File: config.mk
export PLATFORM = sky130hd
export DESIGN_NAME = dbg_top
export DESIGN_NICKNAME = d
export VERILOG_FILES = /design/src/hw/dbg_pkg.sv /design/src/hw/dbg_frontend.sv /design/src/hw/dbg_bus_seq.sv /design/src/hw/dbg_reply_unit.sv /design/src/hw/dbg_tx_merge.sv /design/src/hw/dbg_top.sv
export SDC_FILE = /design/constraint.sdc
export NUM_CORES = 1
export LEC_CHECK = 0
export ABC_CLOCK_PERIOD_IN_PS = 3150
export BUFFER_PORTS_ARGS = -buffer_cell sky130_fd_sc_hd__buf_4
export CAP_MARGIN = 20
export CORE_MARGIN = 4
export CORE_UTILIZATION = 40
export CTS_CLUSTER_SIZE = 24
export DETAILED_ROUTE_END_ITERATION = 6
export PLACE_DENSITY = 0.6
export SLEW_MARGIN = 20
export SYNTH_ARGS = -nofsm -noshare
export SYNTH_HDL_FRONTEND = slang
export SYNTH_SLANG_ARGS = --single-unit
File: constraint.sdc
create_clock -name clk -period 3.15 [get_ports clk]
set_clock_uncertainty 0.15 [all_clocks]
set_input_delay 0.315 -clock clk [delete_from_list [all_inputs] [get_ports clk]]
set_output_delay 0.315 -clock clk [all_outputs]
set_load 0.01 [all_outputs]
File: src/hw/dbg_pkg.sv
// Shared debug types; fixed to a 16-bit CPU address and 8-bit data, opcodes above 08 are unknown
package dbg_pkg;

  ////////////////////////////////////////////////////////////////////////////
  // Packet opcodes and frontend states
  ////////////////////////////////////////////////////////////////////////////

  typedef enum logic [7:0]
  {
    ECHO           = 8'h00,
    CPU_MEM_RD     = 8'h01,
    CPU_MEM_WR     = 8'h02,
    DBG_BRK        = 8'h03,
    DBG_RUN        = 8'h04,
    CPU_REG_RD     = 8'h05,
    CPU_REG_WR     = 8'h06,
    QUERY_DBG_BRK  = 8'h07,
    QUERY_ERR_CODE = 8'h08
  } dbg_op_e;

  typedef enum logic [2:0] {RUN, DECODE, HDR, PAYLOAD, WAIT} fe_state_e;

  // Error code bits, bit 0 reserved and always zero
  localparam int ERR_UNKNOWN_OP = 1;

  ////////////////////////////////////////////////////////////////////////////
  // Bundles between blocks
  ////////////////////////////////////////////////////////////////////////////

  typedef struct packed {
    dbg_op_e     op;
    logic [15:0] addr;  // Register select in the low bits for register ops
    logic [15:0] cnt;
  } dbg_cmd_t;

  typedef struct packed {
    logic       valid;
    logic [7:0] data;
  } tx_req_t;         // One reply byte offered to the merge

  typedef struct packed {
    logic [15:0] addr;
    logic        r_nw;
    logic [7:0]  dout;
  } cpu_bus_t;

  typedef struct packed {
    logic [3:0] sel;
    logic       wr;
    logic [7:0] dout;
  } dbgreg_t;

endpackage

File: src/hw/dbg_frontend.sv
// Header bytes arrive low byte first; brk is seen only while running, the error flag clears on reset only
module dbg_frontend
(
  input  logic              clk,
  input  logic              rst,
  input  logic [7:0]        rx_data,
  input  logic              rx_empty,
  output logic              rd_en,
  input  logic              brk,
  output logic              cmd_go,
  output dbg_pkg::dbg_cmd_t cmd,
  output logic              pl_valid,
  output logic [7:0]        pl_data,
  input  logic              pl_take,
  input  logic              bus_done,
  input  logic              reply_done,
  output logic              in_break,
  output logic [7:0]        err_code
);
  import dbg_pkg::*;

  fe_state_e   state;
  dbg_cmd_t    cmd_q;        // Command under assembly
  logic [1:0]  hdr_idx;      // Next header byte, 0 and 1 addr, 2 and 3 cnt
  logic [1:0]  hdr_last;     // Index of the final header byte
  logic [15:0] pl_left;      // Payload bytes still to pop
  logic        err_unknown;
  logic [15:0] hdr_cnt;
  dbg_op_e     rx_op;

  assign rx_op   = dbg_op_e'(rx_data);
  assign hdr_cnt = (hdr_idx == 2'd3) ? {rx_data, cmd_q.cnt[7:0]} : cmd_q.cnt;  // Count with byte in flight
  assign cmd     = cmd_q;
  assign pl_data = rx_data;
  // Held off during cmd_go so the engines see the new opcode first
  assign pl_valid = (state == PAYLOAD) && !rx_empty && !cmd_go;

  always_comb
  begin
    case (state)
      RUN:         rd_en = !rx_empty && !brk;  // A break request wins over the FIFO
      DECODE, HDR: rd_en = !rx_empty;
      PAYLOAD:     rd_en = pl_valid && pl_take;
      default:     rd_en = 1'b0;               // Engine busy
    endcase
    err_code                 = 8'h00;
    err_code[ERR_UNKNOWN_OP] = err_unknown;
  end

  ////////////////////////////////////////////////////////////////////////////
  // Packet FSM
  ////////////////////////////////////////////////////////////////////////////

  always_ff @(posedge clk)
  begin
    if (rst)
    begin
      state       <= RUN;
      in_break    <= 1'b0;
      err_unknown <= 1'b0;
      cmd_go      <= 1'b0;
      hdr_idx     <= 2'd0;
      hdr_last    <= 2'd0;
      pl_left     <= 16'd0;
    end
    else
    begin
      cmd_go <= 1'b0;  // One-cycle pulse
      case (state)
        RUN:
          if (brk)
          begin
            state    <= DECODE;   // CPU asked for a break
            in_break <= 1'b1;
          end
          else if (rd_en)
          begin
            cmd_q.op <= rx_op;    // Other opcodes are dropped while running
            if (rx_op == DBG_BRK)
            begin
              state    <= DECODE;
              in_break <= 1'b1;
            end
            else if (rx_op == QUERY_DBG_BRK)
            begin
              cmd_go <= 1'b1;
              state  <= WAIT;
            end
          end
        DECODE:
          if (rd_en)
          begin
            cmd_q.op <= rx_op;
            hdr_idx  <= 2'd0;
            hdr_last <= 2'd3;
            case (rx_op)
              ECHO:
              begin
                hdr_idx <= 2'd2;  // Count only
                state   <= HDR;
              end
              CPU_MEM_RD, CPU_MEM_WR: state <= HDR;
              CPU_REG_RD, CPU_REG_WR:
              begin
                hdr_last  <= 2'd0;   // Select byte only
                cmd_q.cnt <= 16'd1;  // Register write carries one data byte
                state     <= HDR;
              end
              DBG_BRK: state <= DECODE;  // Already halted
              DBG_RUN:
              begin
                state    <= RUN;
                in_break <= 1'b0;
              end
              QUERY_DBG_BRK, QUERY_ERR_CODE:
              begin
                cmd_go <= 1'b1;
                state  <= WAIT;
              end
              default: err_unknown <= 1'b1;  // Sticky
            endcase
          end
        HDR:
          if (rd_en)
          begin
            case (hdr_idx)
              2'd0:    cmd_q.addr[7:0]  <= rx_data;
              2'd1:    cmd_q.addr[15:8] <= rx_data;
              2'd2:    cmd_q.cnt[7:0]   <= rx_data;
              default: cmd_q.cnt[15:8]  <= rx_data;
            endcase
            hdr_idx <= hdr_idx + 2'd1;
            if (hdr_idx == hdr_last)
            begin
              pl_left <= hdr_cnt;
              if (cmd_q.op == CPU_REG_RD)
              begin
                cmd_go <= 1'b1;
                state  <= WAIT;
              end
              else if (hdr_cnt == 16'd0)
                state <= DECODE;  // Empty transfer, nothing issued
              else
              begin
                cmd_go <= 1'b1;
                state  <= (cmd_q.op == CPU_MEM_RD) ? WAIT : PAYLOAD;
              end
            end
          end
        PAYLOAD:
          if (rd_en)
          begin
            pl_left <= pl_left - 16'd1;
            if (pl_left == 16'd1)
              state <= DECODE;
          end
        WAIT:
          if (bus_done || reply_done)
            state <= in_break ? DECODE : RUN;  // Queries may come from RUN
      endcase
    end
  end

endmodule

File: src/hw/dbg_bus_seq.sv
// CPU memory bursts; two cycles per read byte, addresses wrap at 64 KiB, cmd is sampled only on cmd_go
module dbg_bus_seq
(
  input  logic              clk,
  input  logic              rst,
  input  logic              cmd_go,
  input  dbg_pkg::dbg_cmd_t cmd,
  input  logic              pl_valid,
  input  logic [7:0]        pl_data,
  output logic              pl_take,
  input  logic              tx_ready,
  output dbg_pkg::tx_req_t  tx_req,
  input  logic [7:0]        cpu_din,
  output dbg_pkg::cpu_bus_t cpu_bus,
  output logic              done
);
  import dbg_pkg::*;

  logic [15:0] addr;
  logic [15:0] rd_left;   // Read bytes still owed
  logic        rd_act;
  logic        sample;    // Low in the address cycle, high in the sample cycle
  logic        wr_act;
  logic        rd_fire;   // Read byte leaves this cycle

  assign rd_fire = rd_act && sample && tx_ready;
  assign pl_take = wr_act && pl_valid;           // Memory takes a byte every cycle
  assign done    = rd_fire && (rd_left == 16'd1);

  always_comb
  begin
    tx_req.valid = rd_fire;
    tx_req.data  = cpu_din;   // Data settled during the address cycle
    cpu_bus.addr = addr;
    cpu_bus.r_nw = !pl_take;  // Write strobe per payload byte
    cpu_bus.dout = pl_data;
  end

  always_ff @(posedge clk)
  begin
    if (rst)
    begin
      addr   <= 16'h0000;
      rd_act <= 1'b0;
      wr_act <= 1'b0;
      sample <= 1'b0;
    end
    else if (cmd_go)
    begin
      rd_act  <= (cmd.op == CPU_MEM_RD) && (cmd.cnt != 16'd0);
      wr_act  <= (cmd.op == CPU_MEM_WR);
      sample  <= 1'b0;
      rd_left <= cmd.cnt;
      if (cmd.op inside {CPU_MEM_RD, CPU_MEM_WR})
        addr <= cmd.addr;
    end
    else if (rd_act)
    begin
      if (!sample)
        sample <= 1'b1;
      else if (tx_ready)      // Stall here under back-pressure
      begin
        sample  <= 1'b0;
        addr    <= addr + 16'd1;
        rd_left <= rd_left - 16'd1;
        if (rd_left == 16'd1)
          rd_act <= 1'b0;
      end
    end
    else if (pl_take)
      addr <= addr + 16'd1;
  end

endmodule

File: src/hw/dbg_reply_unit.sv
// Echo, register access and status replies; one reply in flight, register select uses 4 bits
module dbg_reply_unit
(
  input  logic              clk,
  input  logic              rst,
  input  logic              cmd_go,
  input  dbg_pkg::dbg_cmd_t cmd,
  input  logic              pl_valid,
  input  logic [7:0]        pl_data,
  output logic              pl_take,
  input  logic              tx_ready,
  output dbg_pkg::tx_req_t  tx_req,
  input  logic              in_break,
  input  logic [7:0]        err_code,
  input  logic [7:0]        cpu_dbgreg_in,
  output dbg_pkg::dbgreg_t  dbgreg,
  output logic              done
);
  import dbg_pkg::*;

  dbg_op_e    op;          // Last command issued
  logic [3:0] sel;
  logic       pend;        // Single reply byte owed
  logic       echo;
  logic       reg_wr;
  logic [7:0] reply_byte;

  assign echo    = (op == ECHO);
  assign reg_wr  = (op == CPU_REG_WR);
  assign pl_take = pl_valid && (reg_wr || (echo && tx_ready));  // Echo needs room to reply
  assign done    = pend && tx_ready;

  always_comb
  begin
    case (op)
      CPU_REG_RD:    reply_byte = cpu_dbgreg_in;
      QUERY_DBG_BRK: reply_byte = {7'd0, in_break};
      default:       reply_byte = err_code;
    endcase
    tx_req.valid = done || (echo && pl_take);
    tx_req.data  = echo ? pl_data : reply_byte;
    dbgreg.sel   = sel;
    dbgreg.wr    = reg_wr && pl_take;
    dbgreg.dout  = pl_data;
  end

  always_ff @(posedge clk)
  begin
    if (rst)
    begin
      op   <= DBG_RUN;  // Owns no payload
      sel  <= 4'd0;
      pend <= 1'b0;
    end
    else if (cmd_go)
    begin
      op   <= cmd.op;
      sel  <= cmd.addr[3:0];
      pend <= cmd.op inside {CPU_REG_RD, QUERY_DBG_BRK, QUERY_ERR_CODE};
    end
    else if (done)
      pend <= 1'b0;
  end

endmodule

File: src/hw/dbg_tx_merge.sv
// Expects at most one valid request per cycle; pushes at most every other cycle
module dbg_tx_merge
(
  input  logic             clk,
  input  logic             rst,
  input  dbg_pkg::tx_req_t bus_req,
  input  dbg_pkg::tx_req_t reply_req,
  input  logic             tx_full,
  output logic             tx_ready,
  output logic [7:0]       tx_data,
  output logic             wr_en
);
  import dbg_pkg::*;

  tx_req_t req;  // Selected request

  always_comb
  begin
    req = bus_req.valid ? bus_req : reply_req;  // Engines never overlap
  end

  // tx_full does not yet count a push still in the register
  assign tx_ready = !tx_full && !wr_en;

  always_ff @(posedge clk)
  begin
    if (rst)
      wr_en <= 1'b0;
    else
      wr_en <= req.valid && tx_ready;
  end

  always_ff @(posedge clk)
  begin
    if (req.valid)
      tx_data <= req.data;
  end

endmodule

File: src/hw/dbg_top.sv
// Debug engine top; receive and transmit FIFOs sit outside, cpu_din and cpu_dbgreg_in are combinational
module dbg_top
(
  input  logic              clk,
  input  logic              rst,
  input  logic [7:0]        rx_data,
  input  logic              rx_empty,
  output logic              rd_en,
  output logic [7:0]        tx_data,
  output logic              wr_en,
  input  logic              tx_full,
  input  logic              brk,
  input  logic [7:0]        cpu_din,
  output dbg_pkg::cpu_bus_t cpu_bus,
  output logic              cpu_ready,
  input  logic [7:0]        cpu_dbgreg_in,
  output dbg_pkg::dbgreg_t  dbgreg
);
  import dbg_pkg::*;

  dbg_cmd_t   cmd;
  logic       cmd_go;
  logic       pl_valid;
  logic [7:0] pl_data;
  logic       bus_take;
  logic       reply_take;
  logic       bus_done;
  logic       reply_done;
  logic       in_break;
  logic [7:0] err_code;
  logic       tx_ready;
  tx_req_t    bus_req;
  tx_req_t    reply_req;

  assign cpu_ready = ~in_break;  // CPU halts during a debug break

  ////////////////////////////////////////////////////////////////////////////
  // Parser, engines, transmit merge
  ////////////////////////////////////////////////////////////////////////////

  dbg_frontend frontend_i
  (
    .clk(clk), .rst(rst), .rx_data(rx_data), .rx_empty(rx_empty), .rd_en(rd_en),
    .brk(brk), .cmd_go(cmd_go), .cmd(cmd), .pl_valid(pl_valid), .pl_data(pl_data),
    .pl_take(bus_take | reply_take),  // Only the owning engine takes
    .bus_done(bus_done), .reply_done(reply_done), .in_break(in_break), .err_code(err_code)
  );

  dbg_bus_seq bus_seq_i
  (
    .clk(clk), .rst(rst), .cmd_go(cmd_go), .cmd(cmd), .pl_valid(pl_valid),
    .pl_data(pl_data), .pl_take(bus_take), .tx_ready(tx_ready), .tx_req(bus_req),
    .cpu_din(cpu_din), .cpu_bus(cpu_bus), .done(bus_done)
  );

  dbg_reply_unit reply_unit_i
  (
    .clk(clk), .rst(rst), .cmd_go(cmd_go), .cmd(cmd), .pl_valid(pl_valid),
    .pl_data(pl_data), .pl_take(reply_take), .tx_ready(tx_ready), .tx_req(reply_req),
    .in_break(in_break), .err_code(err_code), .cpu_dbgreg_in(cpu_dbgreg_in),
    .dbgreg(dbgreg), .done(reply_done)
  );

  dbg_tx_merge tx_merge_i
  (
    .clk(clk), .rst(rst), .bus_req(bus_req), .reply_req(reply_req), .tx_full(tx_full),
    .tx_ready(tx_ready), .tx_data(tx_data), .wr_en(wr_en)
  );

endmodule

==> impl_metrics.tcl, run 1 <==
set metrics [dict create \
    status "finished clean" \
    fin_area_sq_um 7930 \
    drt_iter0_drc 510 \
    antenna_found_initial 0 \
    cts_hold_buffers 1 \
    total_power_mw 4.08 \
    instances_no_fill 1009 \
    portBuffers 77 \
    cp-start-kind "register" \
    seq_area_sq_um 3080 \
    path_cells "nor2_1, and4_1, a41o_2, nor2_1, clkinv_1, buf_4" \
    crit_type "register to output port" \
    synth_cells 722 \
    synth-edff-count 64 \
    irDropWorstVdd_uv 343 \
    grt_pass1_vias 5577 \
    insertion_delay_ns 0.41 \
    clk_pin_slew_ns 0.05 \
    worstPathArrival_ns 2.43 \
    post_cts_buffers 0 \
    grt_usage_pct 20.3 \
    diodes 0 \
    seq_area_frac_synth_pct 46.4 \
    ys_types 72 \
    multi_input_area_sq_um 3170 \
    finalHoldViolations 0 \
    critPathMaxFanout 11 \
    areaGrowthSynthToFinish_pct 19.4 \
    slowest_stage "dfxtp_1" \
    via_per_inst 5.81 \
    cts.sinks 122 \
    cts_buffer_depth 2 \
    period_needed_ns 2.90 \
    fin_ws_ns 0.255 \
    yosys_most_used_dff "edfxtp_1" \
    grt_start_max_net_pins 72 \
    placed_area_sq_um 7320 \
    layout.nets 818 \
    initial_core_util_pct 41.4 \
    grt_overflow 0 \
    gp_congestion 0.999 \
    die_w_um 137 \
    crit_path_end_kind "output port" \
    max-slew-margin-rel_pct 33.7 \
    hold_path_class "input port to register" \
    synth_top_area_share_pct 28.9 \
    synth-async-reset-ratio_pct 0 \
    synth_seq_cells 122 \
    die_h_um 137 \
    ys_top_cells_by_area "edfxtp_1 (29%), dfxtp_1 (17%), nor2_1 (5.5%)" \
    drive_above_1_share_pct 18.2 \
    crit_path_frequent_cell "nor2_1" \
    setup_viol 0 \
    dp_hpwl_mm 13.2 \
    route.detailed.drc 0 \
    critPathMaxStageDelay_ns 0.45 \
    syn_avg_cell_area_sq_um 9.20 \
    synth_top_cells_by_count "nor2_1 (98), edfxtp_1 (64), dfxtp_1 (58)" \
    cts_resized 0 \
    dp_slack_ns 0.511 \
    htree_levels 4 \
    tightest_slew_ns 0.995 \
    grt_pass1_wl_mm 29.7 \
    drtPass1Iterations 6 \
    synth_fp_nets 760 \
    core_sq_um 16100 \
    vias 5859 \
    rows 46 \
    synth_most_common_cell "nor2_1" \
    fillerInstances 1480 \
    leakage_nw 2.76 \
    clock-root-buffer "clkbuf_16" \
    routed_wl_mm 18.8 \
    drv_slew 0 \
    numCtsBuffers 17 \
    placed_cells 976 \
    ys.warnings.count 0 \
    wl_per_cell_um 18.6 \
    cp.required_ns 2.68 \
    drv_cap 0 \
    tns_ns 0 \
    postLayoutCoreUtil_pct 49.4 \
    fin_crit_sh_pct 91.9 \
    rsz0062_at_grt "false" \
    die-area_sq_um 18700 \
    power_density_nw_per_um2 515 \
    ioPinCount 78 \
    holdWs_ns 0.0549 \
    max_clock_freq_mhz 345 \
    synth_area_sq_um 6640 \
    synth_top_cell_by_area "edfxtp_1" \
    tritoncts "built" \
    drtAntennaViolNets 0 \
]
-- sequential cells by signal (all words and copies together), names as in the netlist --
name,count
frontend_i.cmd_go,1
tx_merge_i.tx_data,8
bus_seq_i.rd_act,1
bus_seq_i.wr_act,1
frontend_i.state,3
frontend_i.pl_left,16
reply_unit_i.pend,1
frontend_i.hdr_idx,2
bus_seq_i.rd_left,16
frontend_i.cmd,40
frontend_i.in_break,1
reply_unit_i.sel,4
frontend_i.hdr_last,1
bus_seq_i.addr,16
bus_seq_i.sample,1
frontend_i.err_unknown,1
reply_unit_i.op,8
tx_merge_i.wr_en,1
-- layer usage --
metal / track usage, % / vias up / wire length (um)
met3: 6.07 / 44 / 1340
li1: - / 2779 / -
met5: 0 / - / 0
met4: 6.71 / 0 / 474
met2: 31.7 / 259 / 8660
met1: 27.1 / 2777 / 8340
-- worst paths after layout --
kind,from,endpoint,slack (ns),depth (start not counted)
hold reg to reg,frontend_i.pl_left[9],frontend_i.pl_left[9],0.32,2
hold / removal,cpu_din[1],tx_merge_i.tx_data[1],0.05,2
setup / recovery,reply_unit_i.op[1],rd_en,0.25,6
setup reg to reg,bus_seq_i.rd_left[10],frontend_i.state[1],0.51,6
-- cell families (layout without fill, tap and decap cells) --
group | after synthesis | count (layout) | share of synthesized area [%]
and+or+nand+nor | 286 | 286 | 21.7
buffers and inverters | 78 | 149 | 5.80
muxes | 31 | 31 | 4.77
adders and majority gates | 9 | 9 | 1.70
xor gates and xnor gates | 19 | 19 | 2.51
DFF | 122 | 122 | 46.4
AOI/OAI and AO/OA | 177 | 177 | 17.1
-- worst max-delay path, delay by kind of cell (launching register included) --
family	cells	cell delay, ns
AOI/OAI and AO/OA	1	0.36
and+or+nand+nor	3	0.57
buffers and inverters	2	0.64
DFF	1	0.45
-- cells in the final DEF, fill, tap and decap left out, types with 4 or more instances in the layout --
cell type and instances:
a211oi_1 11, a21oi_1 50, a221oi_1 8, a31oi_1 10, and2_1 4, and3_1 15, and4_1 4, buf_4 96
clkbuf_16 17, dfxtp_1 57, edfxtp_1 64, ha_1 9, inv_1 18, mux2i_1 29, nand2_1 49, nand2b_1 4
nand3_1 21, nor2_1 98, nor2b_1 9, nor3_1 26, nor3b_1 4, nor4_1 15, o21a_1 4, o21ai_0 46
o31ai_1 11, o32ai_1 4, or3_1 9, or4_1 8, xnor2_1 16
-- where the power goes --
part	switching [mW]	leakage, nW	internal, mW	total [mW]
Sequential	0.0270	1.01	1.69	1.72
Clock	0.710	0.284	1.26	1.97
Combinational	0.247	1.47	0.151	0.398
Total	0.984	2.76	3.10	4.08
-- layout make-up --
cell class / count / area share, %
inverters: 20 / 0.947
clock buffers: 20 / 5.63
clock inverters: 12 / 1.88
well taps: 216 / 3.41
multi-input cells: 522 / 40.0
repair buffers: 97 / 9.22
flip-flops and latches: 122 / 38.9
(Power assumes the default switching activity.)
==> inputs of run 2 (changes only) <==
--- a/config.mk
+++ b/config.mk
@@ -5,6 +5,7 @@
 export SDC_FILE = /design/constraint.sdc
 export NUM_CORES = 1
 export LEC_CHECK = 0
+export ABC_AREA = 1
 export ABC_CLOCK_PERIOD_IN_PS = 3150
 export BUFFER_PORTS_ARGS = -buffer_cell sky130_fd_sc_hd__buf_4
 export CAP_MARGIN = 20
==> run 2 against run 1 <==
Via count grew 3.0%. Largest cell class is now registers. Critical path type is now register to register. Non-clock buffer count shrank 11. Highest routed layer unchanged. Utilization is 0.26 points lower. Global-route usage decreased by 0.15 points.
==> impl_metrics.tcl, run 2 <==
set metrics [dict create \
    cts_resized 0 \
    rows 46 \
    reg2reg_setup_slack_ns 0.55 \
    die_h_um 137 \
    leakage_nw 3.35 \
    cts_hold_buffers 0 \
    seq_area_frac_synth_pct 46.4 \
    drt_iter0_drc 544 \
    fin_ws_ns 0.548 \
    final_cell_mix "nand2_1 (209), nor2_1 (142), inv_1 (98), buf_4 (86), o21ai_0 (72)" \
    synth-edff-count 64 \
    slowest_stage "nor2_1" \
    synth_top_cell_by_area "edfxtp_1" \
    status "finished clean" \
    min_from "cpu_din[1]" \
    crit_family "simple AND/OR/NAND/NOR gates" \
    drv_cap 0 \
    die-area_sq_um 18700 \
    worstSetupEndpoint "frontend_i.cmd[20]" \
    crit_path_frequent_cell "nor2_1" \
    irDropWorstVdd_uv 438 \
    clk_pin_slew_ns 0.06 \
    vias 6036 \
    clock-root-buffer "clkbuf_16" \
    critPathMaxFanout 19 \
    route.detailed.drc 0 \
    initial_core_util_pct 41.4 \
    fillerInstances 1623 \
    syn_avg_cell_area_sq_um 7.41 \
    die_w_um 137 \
    dp_slack_ns 0.540 \
    critPathBufInv 0 \
    drtAntennaViolNets 0 \
    worst-path-stages 8 \
    grt_usage_pct 20.2 \
    drv_slew 0 \
    grt_overflow 0 \
    gp_congestion 0.924 \
    rsz0062_at_grt "false" \
    synth_top_area_share_pct 28.9 \
    post_cts_buffers 0 \
    setup_viol 0 \
    wl_per_cell_um 15.3 \
    ioPinCount 78 \
    cp.required_ns 3.05 \
    hold_path_class "input port to register" \
    synth-async-reset-ratio_pct 0 \
    ff2ff_path_depth 8 \
    cts_buffer_depth 2 \
    r2r-start "frontend_i.state[0]" \
    areaGrowthSynthToFinish_pct 18.7 \
    ys_types 38 \
    dp_hpwl_mm 13.1 \
    power_density_nw_per_um2 652 \
    max-slew-margin-rel_pct 53.0 \
    period_needed_ns 2.60 \
    tightest_slew_ns 0.701 \
    numCtsBuffers 17 \
    htree_levels 4 \
    synth_top_cells_by_count "nand2_1 (209), nor2_1 (142), inv_1 (98)" \
    synth_cells 897 \
    layout.nets 1000 \
    path_cells "nand2_1, nor2_4, nand3_1, nor2_1, nor2_1, nand2_4, nand2_1, nor2_1" \
    synth_seq_cells 122 \
    crit_type "register to register" \
    yosys_most_used_dff "edfxtp_1" \
    finalHoldViolations 0 \
    tns_ns 0 \
    antenna_found_initial 0 \
    synth_area_sq_um 6650 \
    ys.warnings.count 0 \
    critPathLaunch "frontend_i.state[0]" \
    max_clock_freq_mhz 384 \
    grt_start_max_net_pins 40 \
    ys_top_cells_by_area "edfxtp_1 (29%), dfxtp_1 (17%), nand2_1 (12%)" \
    synth_fp_nets 935 \
    tritoncts "built" \
    core_sq_um 16100 \
    grt_pass1_wl_mm 29.1 \
    portBuffers 77 \
    final_common_cell "nand2_1" \
    critPathMaxStageDelay_ns 0.51 \
    diodes 0 \
    routed_wl_mm 18.2 \
    insertion_delay_ns 0.42 \
    crit_path_end_kind "register" \
    synth_most_common_cell "nand2_1" \
    largest_reg_flops 40 \
    worstPathArrival_ns 2.51 \
    via_per_inst 5.07 \
    fin_crit_sh_pct 82.6 \
    r2r_end "frontend_i.cmd[20]" \
    drive_above_1_share_pct 13.4 \
    cp-start-kind "register" \
    cts.sinks 122 \
    grt_pass1_vias 5498 \
    drtPass1Iterations 5 \
]
## run 2: metrics by stage
step	instances	power (mW)	area (sq um)	util, %	hold WS, ns
floorplan	897	2.94	6650	-	0.264
global placement	1159	3.33	7330	45.7	0.300
detailed placement	1159	3.32	7330	45.7	0.304
CTS	1191	5.16	7890	49.1	0.0101
global route	1191	5.45	7890	49.1	0.0293
finish	1191	5.14	7890	49.1	0.0274
## run 2: worst min path at each step
stage / cells after the start / slack, ns / end
4_1_cts: 3 / 0.01 / tx_merge_i.tx_data[1]
3_5_place_dp: 2 / 0.30 / reply_unit_i.sel[2]
6_report: 3 / 0.03 / tx_merge_i.tx_data[1]
5_1_grt: 1 / 0.03 / frontend_i.cmd[32]
2_1_floorplan: 0 / 0.26 / frontend_i.cmd[16]
3_3_place_gp: 2 / 0.30 / reply_unit_i.sel[2]
## run 2: cell type report
| cell class | count | area [sq um] | share of cell area [%] |
|---|---|---|---|
| multi-input cells | 631 | 2940 | 37.3 |
| well taps | 216 | 270 | 3.43 |
| clock buffers | 18 | 429 | 5.44 |
| repair buffers | 86 | 646 | 8.19 |
| inverters | 104 | 390 | 4.95 |
| flip-flops and latches | 122 | 3080 | 39.1 |
| clock inverters | 14 | 125 | 1.59 |
## run 2: logic make-up after synthesis
family                     Yosys count  share of synthesized area (%)
and+or+nand+nor                    444                           27.9
AOI/OAI and AO/OA                  163                           12.7
buffers and inverters              144                           9.34
DFF                                122                           46.4
xor gates and xnor gates            15                           1.98
adders and majority gates            9                           1.69
## run 2: metal layers
metal	global-route usage, %	routed length [um]	part of all wire [%]
met1	28.8	8810	48
met2	30.2	7840	43
met3	5.55	1400	7.7
met4	5.43	192	1.1
met5	0	0	0
## run 2: power by group
group | internal, mW | switching [mW]
Clock | 1.09 | 0.754
Sequential | 1.82 | 0.100
Combinational | 0.460 | 0.926
## run 2: tightest hold or removal path, delay by kind of cell
kind                   cells  cell delay, ns
AOI/OAI and AO/OA          1            0.06
buffers and inverters      1            0.08
and+or+nand+nor            1            0.04
